`src/hdl/i2c_pkg.sv`:
```
`default_nettype none

package i2c_pkg;

    // Bus timing in system clocks, kept small for simulation
    localparam int tick_half_count    = 20;  // START/STOP phase
    localparam int tick_quarter_count = 10;  // One quarter of a data bit

    // Tick counter sized for the longer phase
    localparam int tick_cnt_w = $clog2(tick_half_count);
    typedef logic [tick_cnt_w-1:0] tick_cnt_t;

    // Byte-level commands accepted by the bit engine
    typedef enum logic [1:0] {
        cmd_start,
        cmd_write,
        cmd_read,
        cmd_stop
    } i2c_cmd_t;

    typedef struct packed {
        i2c_cmd_t   cmd;
        logic [7:0] wbyte;    // Byte shifted out by cmd_write
        logic       ack_out;  // Level in the ACK slot of cmd_read, 0 is ACK
    } i2c_op_t;

    // Host register request
    typedef struct packed {
        logic       rw;        // 1 for read
        logic [6:0] dev_addr;
        logic [7:0] reg_addr;
        logic [7:0] wdata;
    } i2c_req_t;

    typedef struct packed {
        logic [7:0] rdata;
        logic       nack;
    } i2c_rsp_t;

endpackage

`default_nettype wire

```
`src/hdl/i2c_reg_sequencer.sv`:
```
`default_nettype none

module i2c_reg_sequencer import i2c_pkg::*; (
    input  logic       clk,
    input  logic       rst,
    input  i2c_req_t   req,
    input  logic       req_strobe,
    output logic       busy,
    output logic       done,
    output i2c_rsp_t   rsp,
    output i2c_op_t    op,
    output logic       op_strobe,
    input  logic       op_busy,
    input  logic       op_done,
    input  logic       ack_in,
    input  logic [7:0] rx_byte
);

    typedef enum logic [1:0] {
        seq_idle,
        seq_issue,
        seq_wait,
        seq_done
    } seq_state_t;

    seq_state_t state;
    logic [2:0] step;       // Index into the op list of the request
    logic [2:0] stop_step;
    i2c_req_t   req_q;
    i2c_rsp_t   rsp_q;

    assign stop_step = req_q.rw ? 3'd6 : 3'd4;

    // Write: start, addr+W, reg, wdata, stop
    // Read:  start, addr+W, reg, start, addr+R, read, stop
    always_comb begin
        op.cmd     = cmd_stop;
        op.wbyte   = 8'h00;
        op.ack_out = 1'b1;  // Single byte read ends with NACK
        case (step)
            3'd0: op.cmd = cmd_start;
            3'd1: begin
                op.cmd   = cmd_write;
                op.wbyte = {req_q.dev_addr, 1'b0};
            end
            3'd2: begin
                op.cmd   = cmd_write;
                op.wbyte = req_q.reg_addr;
            end
            3'd3: begin
                if (req_q.rw) begin
                    op.cmd = cmd_start;  // Repeated START
                end else begin
                    op.cmd   = cmd_write;
                    op.wbyte = req_q.wdata;
                end
            end
            3'd4: begin
                if (req_q.rw) begin
                    op.cmd   = cmd_write;
                    op.wbyte = {req_q.dev_addr, 1'b1};
                end
            end
            3'd5: op.cmd = cmd_read;
            default: op.cmd = cmd_stop;
        endcase
    end

    always_ff @(posedge clk) begin
        if (state == seq_idle && req_strobe) begin
            req_q <= req;
        end
    end

    always_ff @(posedge clk, posedge rst) begin
        if (rst) begin
            state <= seq_idle;
            step  <= 3'd0;
            rsp_q <= '0;
        end else begin
            case (state)
                seq_idle: begin
                    if (req_strobe) begin
                        rsp_q <= '0;
                        step  <= 3'd0;
                        state <= seq_issue;
                    end
                end
                seq_issue: begin
                    if (!op_busy) state <= seq_wait;
                end
                seq_wait: begin
                    if (op_done) begin
                        if (op.cmd == cmd_stop) begin
                            state <= seq_done;
                        end else if (op.cmd == cmd_write && ack_in) begin
                            rsp_q.nack <= 1'b1;  // No ACK, close the transfer
                            step       <= stop_step;
                            state      <= seq_issue;
                        end else begin
                            if (op.cmd == cmd_read) rsp_q.rdata <= rx_byte;
                            step  <= step + 1'b1;
                            state <= seq_issue;
                        end
                    end
                end
                default: state <= seq_idle;
            endcase
        end
    end

    assign op_strobe = (state == seq_issue) && !op_busy;
    assign busy      = (state != seq_idle);
    assign done      = (state == seq_done);
    assign rsp       = rsp_q;

endmodule

`default_nettype wire

```
`config.mk`:
```
export PLATFORM = sky130hd
export DESIGN_NAME = i2c_reg_sequencer
export DESIGN_NICKNAME = d
export VERILOG_FILES = /design/src/hdl/i2c_pkg.sv /design/src/hdl/i2c_reg_sequencer.sv
export SDC_FILE = /design/constraint.sdc
export NUM_CORES = 1
export LEC_CHECK = 0
export ABC_AREA = 1
export BUFFER_PORTS_ARGS = -buffer_cell sky130_fd_sc_hd__buf_4
export CAP_MARGIN = 20
export CORE_UTILIZATION = 49
export CTS_CLUSTER_SIZE = 24
export DETAILED_ROUTE_END_ITERATION = 10
export PLACE_DENSITY_LB_ADDON = 0.1
export REMOVE_ABC_BUFFERS = 1
export SKIP_LAST_GASP = 1
export SLEW_MARGIN = 25
export SYNTH_ARGS = -nofsm -noshare
export SYNTH_HDL_FRONTEND = slang
export SYNTH_SLANG_ARGS = --single-unit
```
`constraint.sdc`:
```
create_clock -name clk -period 2.75 [get_ports clk]
set_clock_uncertainty 0.2 [all_clocks]
set_input_delay 0.55 -clock clk [delete_from_list [all_inputs] [get_ports clk]]
set_output_delay 0.55 -clock clk [all_outputs]
set_load 0.01 [all_outputs]
```
==> impl_metrics.ini, run 1 <==
[worst_setup_path]
rr_endpoint = rsp[5]
crit_type = flip-flop to output pin
cpMostUsedCell = ha_1
worstPathMaxFanout = 9
reg2reg_setup_slack_ns = 0.62
end_kind = output pin
critPathMaxStageDelay_ns = 0.46
crit_family = flip-flops
cp.arrival_ns = 1.87
rr_startpoint = step[0]
critPathCapture = op[9]
worstPathCellList = ha_1 > ha_1 > inv_1 > nor2_4 > nor2_1 > nand2_2 > buf_4
reg2reg_depth = 10
required_ns = 2.00
crit_path_start = step[0]
cp_num_cells = 7
start_kind = flip-flop
crit_slowest_cell = dfrtp_2
critPathBufInv = 2

[yosys]
ys_top_cells_by_area = edfxtp_1 40%, dfrtp_1 19%, nand2_1 16%
ys_seq_elements = 38
yosys.area.top_type_share = 0.401
synthCells = 188
synthDistinctLibCells = 21
avgSynthCellArea_um2 = 9.57
syn_area_um2 = 1800
yosysWarnings = 0
yosys.area.top_type = edfxtp_1
yosysSeqAreaShare = 0.595

[status]
status = complete, no violations

[power]
pwr-share-clk = 0.228
p_per_area_nw_per_um2 = 876
irDropWorstVdd_mv = 0.734
p_seq_frac = 0.407
leakage_nw = 1.12
internal_power_mw = 1.36
comb_power_share = 0.364
switching_share = 0.355
finalPower_mw = 2.11
p_sw_mw = 0.747

[global_route]
track_usage = 0.206
grt_pass1_wl_um = 6170
antenna_found_initial = 0
grt_pass1_vias = 1381
grt_max_degree = 26
overflow = 0

[floorplan]
fp.dieW_um = 62.6
row_count = 21
die_area_um2 = 3920
core_um2 = 3420
die_h_um = 62.6
top_level_ports = 61
start_util = 0.527

[cts]
cts_hold_buf = 0
cts_tree = yes
h-tree-depth = 2
cts.clk_slew.worst_paths_ns = 0.12
cts_inserted_buffers = 5
clkLatencyLatePin_ns = 0.34
cts-root-buf = clkbuf_4
clk_path_buf_depth = 2
clock-sinks = 38

[layout]
layout_commonest_cell = nand2_1
utilization = 0.704
drive_above_1_share = 0.348
nets = 295
area_growth_syn_to_layout_pct = 33.7
antennaDiodeCount = 0
nFillCells = 294
most-common-layout-cells = 74 x nand2_1, 61 x buf_4, 24 x edfxtp_1

[placed_design]
hpwlAfterDp_um = 2570
dpl_worst_slack_ns = 0.466
gp_congestion = 0.777
io_buffers = 59

[routing]
viasPerCell = 4.87
num_vias = 1455
avgRoutedWirePerCell_um = 12.0
drt_pass1_iterations = 4
drc = 0
detail_route.iter0.violations = 54
drt_wl_total_um = 3600
ant_nets = 0

[hold_path]
min-delay-path-class = input port to async pin

[sta]
clock.fmax_mhz = 382
setup_slack_ns = 0.135
finalHoldViolCount = 0
finalCritPeriodShare = 0.951
slew_headroom = 0.623
setup_tns_ns = 0
rsz0062_at_grt = false
worst_pin_slew_ns = 0.564
finalSetupViolations = 0
drv_slew = 0
holdWs_ns = 0.0415
final.min_clock_period_ns = 2.62

[flow_run]
drv_cap = 0
==> layout make-up <==
type,count,area [um2],area share
flip-flops and latches,38,1070,0.446
multi-input cells,127,638,0.265
repair buffers,61,458,0.190
inverters,19,71.3,0.0297
clock inverters,3,68.8,0.0286
well taps,46,57.6,0.0239
clock buffers,5,37.5,0.0156
==> sequential cells by signal (all words and copies together) (netlist names) <==
name and cells:
req_q 24, rsp 9, step 3, state 2
==> synth_stat cells <==
cell,n
buf_6,2
o21ai_1,2
o21ai_0,3
a21oi_2,1
a21oi_1,1
nand3b_1,8
inv_1,19
nor2_4,1
conb_1,1
buf_4,1
buf_2,1
edfxtp_1,24
nand3_1,8
nor2_1,6
ha_1,5
nand3_2,1
dfrtp_1,14
nor2_2,3
nand2_1,76
nand2_2,4
a31oi_1,7
==> power by group through the flow <==
stage	Clock, mW	Combinational (mW)	Sequential (mW)
after floorplan	0	0.428	0.880
after global placement	0	0.749	0.866
after detailed placement	0	0.758	0.867
after CTS	0.487	0.761	0.856
after global routing	0.514	0.859	0.876
final	0.481	0.767	0.857
==> logic make-up (layout without fill, tap and decap cells) <==
logic type | after synthesis | count (layout) | share of synthesized area
AOI/OAI and AO/OA | 14 | 14 | 0.0459
adders and majority gates | 5 | 5 | 0.0348
buffers and inverters | 23 | 88 | 0.0591
DFF | 38 | 38 | 0.595
other | 1 | 1 | 0.00208
and+or+nand+nor | 107 | 107 | 0.263
==> per-layer routing <==
layer | GRT usage | routed length, um | vias up
li1 | - | - | 734
met1 | 0.242 | 1510 | 666
met2 | 0.353 | 1790 | 48
met3 | 0.0438 | 217 | 7
met4 | 0.108 | 83 | 0
met5 | 0 | 0 | -
==> worst min path at each step <==
| stage | startpoint | endpoint | slack, ns | cells past startpoint |
|---|---|---|---|---|
| finish | rst | rsp[1] | 0.04 | 2 |
| global route | rst | rsp[1] | 0.08 | 2 |
| CTS | rst | rsp[1] | 0.05 | 2 |
| detailed placement | rsp[4] | rsp[4] | 0.26 | 2 |
| global placement | rsp[8] | rsp[8] | 0.26 | 2 |
| floorplan | rst | rsp[0] | 0.24 | 1 |
==> what timing repair did <==
action                     CTS  global route
resized for setup            0             8
setup endpoints to repair    0             8
buffers inserted             0             0
==> metrics by stage <==
step / instance area, um2 / cells
floorplan: 1760 / 184
global placement: 2280 / 291
detailed placement: 2280 / 291
CTS: 2390 / 299
global route: 2400 / 299
finish: 2400 / 299
(Power assumes the default switching activity.)
==> run 2, diff against run 1 <==
--- a/config.mk
+++ b/config.mk
@@ -11,6 +11,7 @@
 export CORE_UTILIZATION = 49
 export CTS_CLUSTER_SIZE = 24
 export DETAILED_ROUTE_END_ITERATION = 10
+export MAX_ROUTING_LAYER = met4
 export PLACE_DENSITY_LB_ADDON = 0.1
 export REMOVE_ABC_BUFFERS = 1
 export SKIP_LAST_GASP = 1
==> run 2 against run 1 <==
Critical path depth unchanged. Count of clock-buffer cells in the layout unchanged. Power about the same. Worst hold slack got worse by 0.0047 ns. Core utilization unchanged. Combinational power about the same. Non-clock buffer count unchanged. Global-route usage increased by 0.73 points. Sequential share of layout area unchanged. Via count about the same. Routed wire length increased by 0.36%. Largest cell class unchanged. Highest routed layer unchanged.
==> impl_metrics.ini, run 2 (synthesis gave the netlist of run 1 again) <==
[routing]
drt_pass1_iterations = 4
ant_nets = 0
detail_route.iter0.violations = 58
drc = 0
viasPerCell = 4.87
avgRoutedWirePerCell_um = 12.1
num_vias = 1456
drt_wl_total_um = 3610

[cts]
cts.clk_slew.worst_paths_ns = 0.12
cts_hold_buf = 0
cts_inserted_buffers = 5
clock-sinks = 38
cts-root-buf = clkbuf_4
h-tree-depth = 2
postCtsSetupRepairBufs = 0
cts_tree = yes
clk_path_buf_depth = 2
clkLatencyLatePin_ns = 0.35
post_cts_resized = 0

[worst_setup_path]
reg2reg_depth = 10
rr_endpoint = rsp[5]
worstPathCellList = ha_1 > ha_1 > inv_1 > nor2_4 > nor2_1 > nand2_2 > buf_4
rr_startpoint = step[0]
crit_slowest_cell = dfrtp_2
critPathMaxStageDelay_ns = 0.46
crit_type = flip-flop to output pin
required_ns = 2.00
start_kind = flip-flop
worstPathMaxFanout = 9
cp.arrival_ns = 1.87
cpMostUsedCell = ha_1
reg2reg_setup_slack_ns = 0.61
end_kind = output pin

[layout]
nFillCells = 294
drive_above_1_share = 0.348
nets = 295
layout_commonest_cell = nand2_1
largest_register = req_q
seqCellArea_um2 = 1070
most-common-layout-cells = 74 x nand2_1, 61 x buf_4, 24 x edfxtp_1
largest_reg_flops = 24
antennaDiodeCount = 0
area_growth_syn_to_layout_pct = 33.7
multi_input_area_um2 = 638

[sta]
setup_tns_ns = 0
worst_pin_slew_ns = 0.556
finalHoldViolCount = 0
finalCritPeriodShare = 0.952
final.min_clock_period_ns = 2.62
clock.fmax_mhz = 382
finalSetupViolations = 0
rsz0062_at_grt = false
slew_headroom = 0.629
holdWs_ns = 0.0368
drv_slew = 0

[power]
p_per_area_nw_per_um2 = 876
p_seq_frac = 0.407
leakage_nw = 1.12
pwr-share-clk = 0.228
switching_share = 0.355
p_sw_mw = 0.748
comb_power_share = 0.365
irDropWorstVdd_mv = 0.736
finalPower_mw = 2.11
internal_power_mw = 1.36

[hold_path]
min-delay-path-class = input port to async pin

[placed_design]
gp_congestion = 0.788
io_buffers = 59
hpwlAfterDp_um = 2570

[global_route]
grt_max_degree = 26
overflow = 0
track_usage = 0.213
antenna_found_initial = 0
grt_pass1_vias = 1377
grt_pass1_wl_um = 6160

[floorplan]
fp.dieW_um = 62.6
die_area_um2 = 3920
top_level_ports = 61
start_util = 0.527
row_count = 21
die_h_um = 62.6
core_um2 = 3420

[flow_run]
drv_cap = 0

[status]
status = complete, no violations
run 2: cell counts in the layout (fill, tap and decap cells not counted):
No cell type changed its count.
run 2: how the worst max path moves through the flow:
stage | from | to | slack, ns | cells past startpoint
CTS | step[0] | op[3] | 0.04 | 9
global placement | step[0] | op[3] | 0.51 | 9
detailed placement | step[0] | op[3] | 0.47 | 9
finish | step[0] | op[9] | 0.13 | 7
global route | step[0] | op[9] | 0.002 | 7
floorplan | state[0] | req_q[0] | 0.43 | 3
run 2: power groups by stage:
stage	registers, mW	clock network, mW	logic (mW)
3_5_place_dp	0.867	0	0.758
3_3_place_gp	0.866	0	0.749
6_report	0.857	0.481	0.769
5_1_grt	0.876	0.516	0.859
2_1_floorplan	0.880	0	0.428
4_1_cts	0.856	0.487	0.761
run 2: area by class of cell:
class                      instances  share of cell area
multi-input combinational        127               0.265
sequential                        38               0.446
inverter                          19              0.0297
tap                               46              0.0239
clock inverter                     3              0.0286
clock buffer                       5              0.0156
timing repair buffer              61               0.190
run 2: through the flow:
step	cells	cell area (um2)	setup slack, ns	utilization
detailed placement	291	2280	0.466	0.668
global placement	291	2280	0.509	0.668
CTS	299	2390	0.0369	0.699
finish	299	2400	0.133	0.704
global route	299	2400	0.00153	0.704
floorplan	184	1760	0.430	-
run 2: layer usage:
| metal | vias to the layer above | global-route usage | part of all wire |
|---|---|---|---|
| li1 | 736 | - | - |
| met1 | 666 | 0.243 | 0.43 |
| met5 | - | - | 0 |
| met3 | 7 | 0.0474 | 0.061 |
| met2 | 47 | 0.353 | 0.49 |
| met4 | 0 | 0.108 | 0.023 |
run 2: critical path: cells and delay by family (launching register included):
family | cells | cell delay, ns
AND/OR/NAND/NOR | 3 | 0.40
adder cells (fa/ha/maj) | 2 | 0.40
buffers and inverters | 2 | 0.26
flip-flops | 1 | 0.46
==> run 3, diff against run 2 <==
--- a/config.mk
+++ b/config.mk
@@ -6,11 +6,11 @@
 export NUM_CORES = 1
 export LEC_CHECK = 0
 export ABC_AREA = 1
-export BUFFER_PORTS_ARGS = -buffer_cell sky130_fd_sc_hd__buf_4
 export CAP_MARGIN = 20
-export CORE_UTILIZATION = 49
+export CORE_UTILIZATION = 61
 export CTS_CLUSTER_SIZE = 24
 export DETAILED_ROUTE_END_ITERATION = 10
+export DONT_BUFFER_PORTS = 1
 export MAX_ROUTING_LAYER = met4
 export PLACE_DENSITY_LB_ADDON = 0.1
 export REMOVE_ABC_BUFFERS = 1
==> run 3 against run 2 <==
Combinational power decreased by 24%. First-iteration DRC count increased by 47%. Routed wire length decreased by 6.1%. Critical path type unchanged. Sequential power increased by 4.2%. Core utilization decreased by 0.32 points. Final cell count decreased by 24%. Global-route usage increased by 2.7 points. Clock power decreased by 26%. Sequential cell count unchanged.
==> impl_metrics.ini, run 3 (synthesis gave the netlist of run 1 again) <==
[status]
status = complete, no violations

[sta]
setup_tns_ns = 0
finalSetupViolations = 0
finalHoldViolCount = 0
slew_headroom = 0.642
rsz0062_at_grt = false
clock.fmax_mhz = 387
drv_slew = 0
finalCritPeriodShare = 0.940
worst_pin_slew_ns = 0.537
final.min_clock_period_ns = 2.58

[layout]
utilization = 0.701
layout_commonest_cell = nand2_1
nets = 237
area_growth_syn_to_layout_pct = 8.34
largest_register = req_q
drive_above_1_share = 0.138
antennaDiodeCount = 0
largest_reg_flops = 24
most-common-layout-cells = 76 x nand2_1, 24 x edfxtp_1, 18 x inv_1

[placed_design]
gp_congestion = 0.825
hpwlAfterDp_um = 2390
io_buffers = 0

[worst_setup_path]
worstPathCellList = inv_1 > ha_1 > nand2_1 > nand2_1 > nor2_1 > o21ai_0 > inv_2 > a31oi_2
cp.arrival_ns = 1.83
worstPathMaxFanout = 7
critPathMaxStageDelay_ns = 0.45
end_kind = output pin
cpMostUsedCell = nand2_1
crit_slowest_cell = dfrtp_1
crit_type = flip-flop to output pin
required_ns = 2.00
start_kind = flip-flop
reg2reg_depth = 10

[routing]
drt_pass1_iterations = 4
ant_nets = 0
avgRoutedWirePerCell_um = 15.0
num_vias = 1273
viasPerCell = 5.63
detail_route.iter0.violations = 85
drt_wl_total_um = 3390
drc = 0

[power]
irDropWorstVdd_mv = 0.842
p_per_area_nw_per_um2 = 942
leakage_nw = 0.822

[global_route]
track_usage = 0.241
grt_pass1_vias = 1200
antenna_found_initial = 0
overflow = 0
grt_pass1_wl_um = 5450
grt_max_degree = 26

[cts]
cts-root-buf = clkbuf_4
postCtsSetupRepairBufs = 0
cts_tree = yes
cts_inserted_buffers = 5
clock-sinks = 38
clk_path_buf_depth = 2
h-tree-depth = 2
cts.clk_slew.worst_paths_ns = 0.10
clkLatencyLatePin_ns = 0.33

[floorplan]
start_util = 0.647
core_um2 = 2780
fp.dieW_um = 56.3
top_level_ports = 61
die_area_um2 = 3170
row_count = 19
die_h_um = 56.3

[hold_path]
min-delay-path-class = input port to flip-flop
min_path_cells = 0

[flow_run]
drv_cap = 0
==> run 3: final cells by class <==
class,count,area (um2)
repair buffers,3,25.0
well taps,31,38.8
fillers,215,832
inverters,19,71.3
clock inverters,2,33.8
clock buffers,6,41.3
flip-flops and latches,38,1070
multi-input cells,127,668
==> run 3: final timing paths <==
check | start | slack (ns) | end
hold / removal | req[22] | 0.10 | req_q[22]
setup reg to reg | step[1] | 0.62 | rsp[8]
max in group asynchronous | rst | 1.51 | state[0]
hold reg to reg | rsp[1] | 0.35 | rsp[1]
setup / recovery | step[1] | 0.17 | op[5]
min in group asynchronous | rst | 0.49 | step[2]
==> run 3: where the power goes <==
part	leakage (nW)	internal, mW	switching [mW]
clock	0.0399	0.189	0.169
combinational	0.371	0.156	0.428
sequential	0.412	0.774	0.120
total	0.822	1.12	0.717
==> run 3: repair_timing <==
action | CTS | global route
resized for setup | 0 | 8
endpoints found under the setup margin | 0 | 7
hold buffers | 1 | 0
hold endpoints to repair | 14 | 0
==> run 3: critical path, delay by kind of cell (launching register included) <==
family | cells | cell delay (ns)
AOI/OAI and AO/OA | 2 | 0.37
adders and majority gates | 1 | 0.19
buffers and inverters | 2 | 0.28
DFF | 1 | 0.45
and+or+nand+nor | 3 | 0.20
==> run 3: per-layer routing <==
layer,GRT usage,part of all wire,vias up
met5,-,0,-
met4,0.0906,0.017,0
met3,0.0668,0.061,6
met2,0.384,0.53,54
met1,0.296,0.40,593
li1,-,-,620
==> run 3: metrics by stage <==
| stage | instance area (um2) | setup slack (ns) | hold slack [ns] | total power, mW | instances |
|---|---|---|---|---|---|
| global placement | 1820 | 0.585 | 0.296 | 1.42 | 217 |
| CTS | 1910 | 0.100 | 0.0863 | 1.82 | 226 |
| detailed placement | 1820 | 0.487 | 0.306 | 1.46 | 217 |
| floorplan | 1760 | 0.430 | 0.239 | 1.31 | 184 |
| global route | 1950 | 0.00138 | 0.0823 | 1.96 | 226 |
| finish | 1950 | 0.166 | 0.104 | 1.84 | 226 |
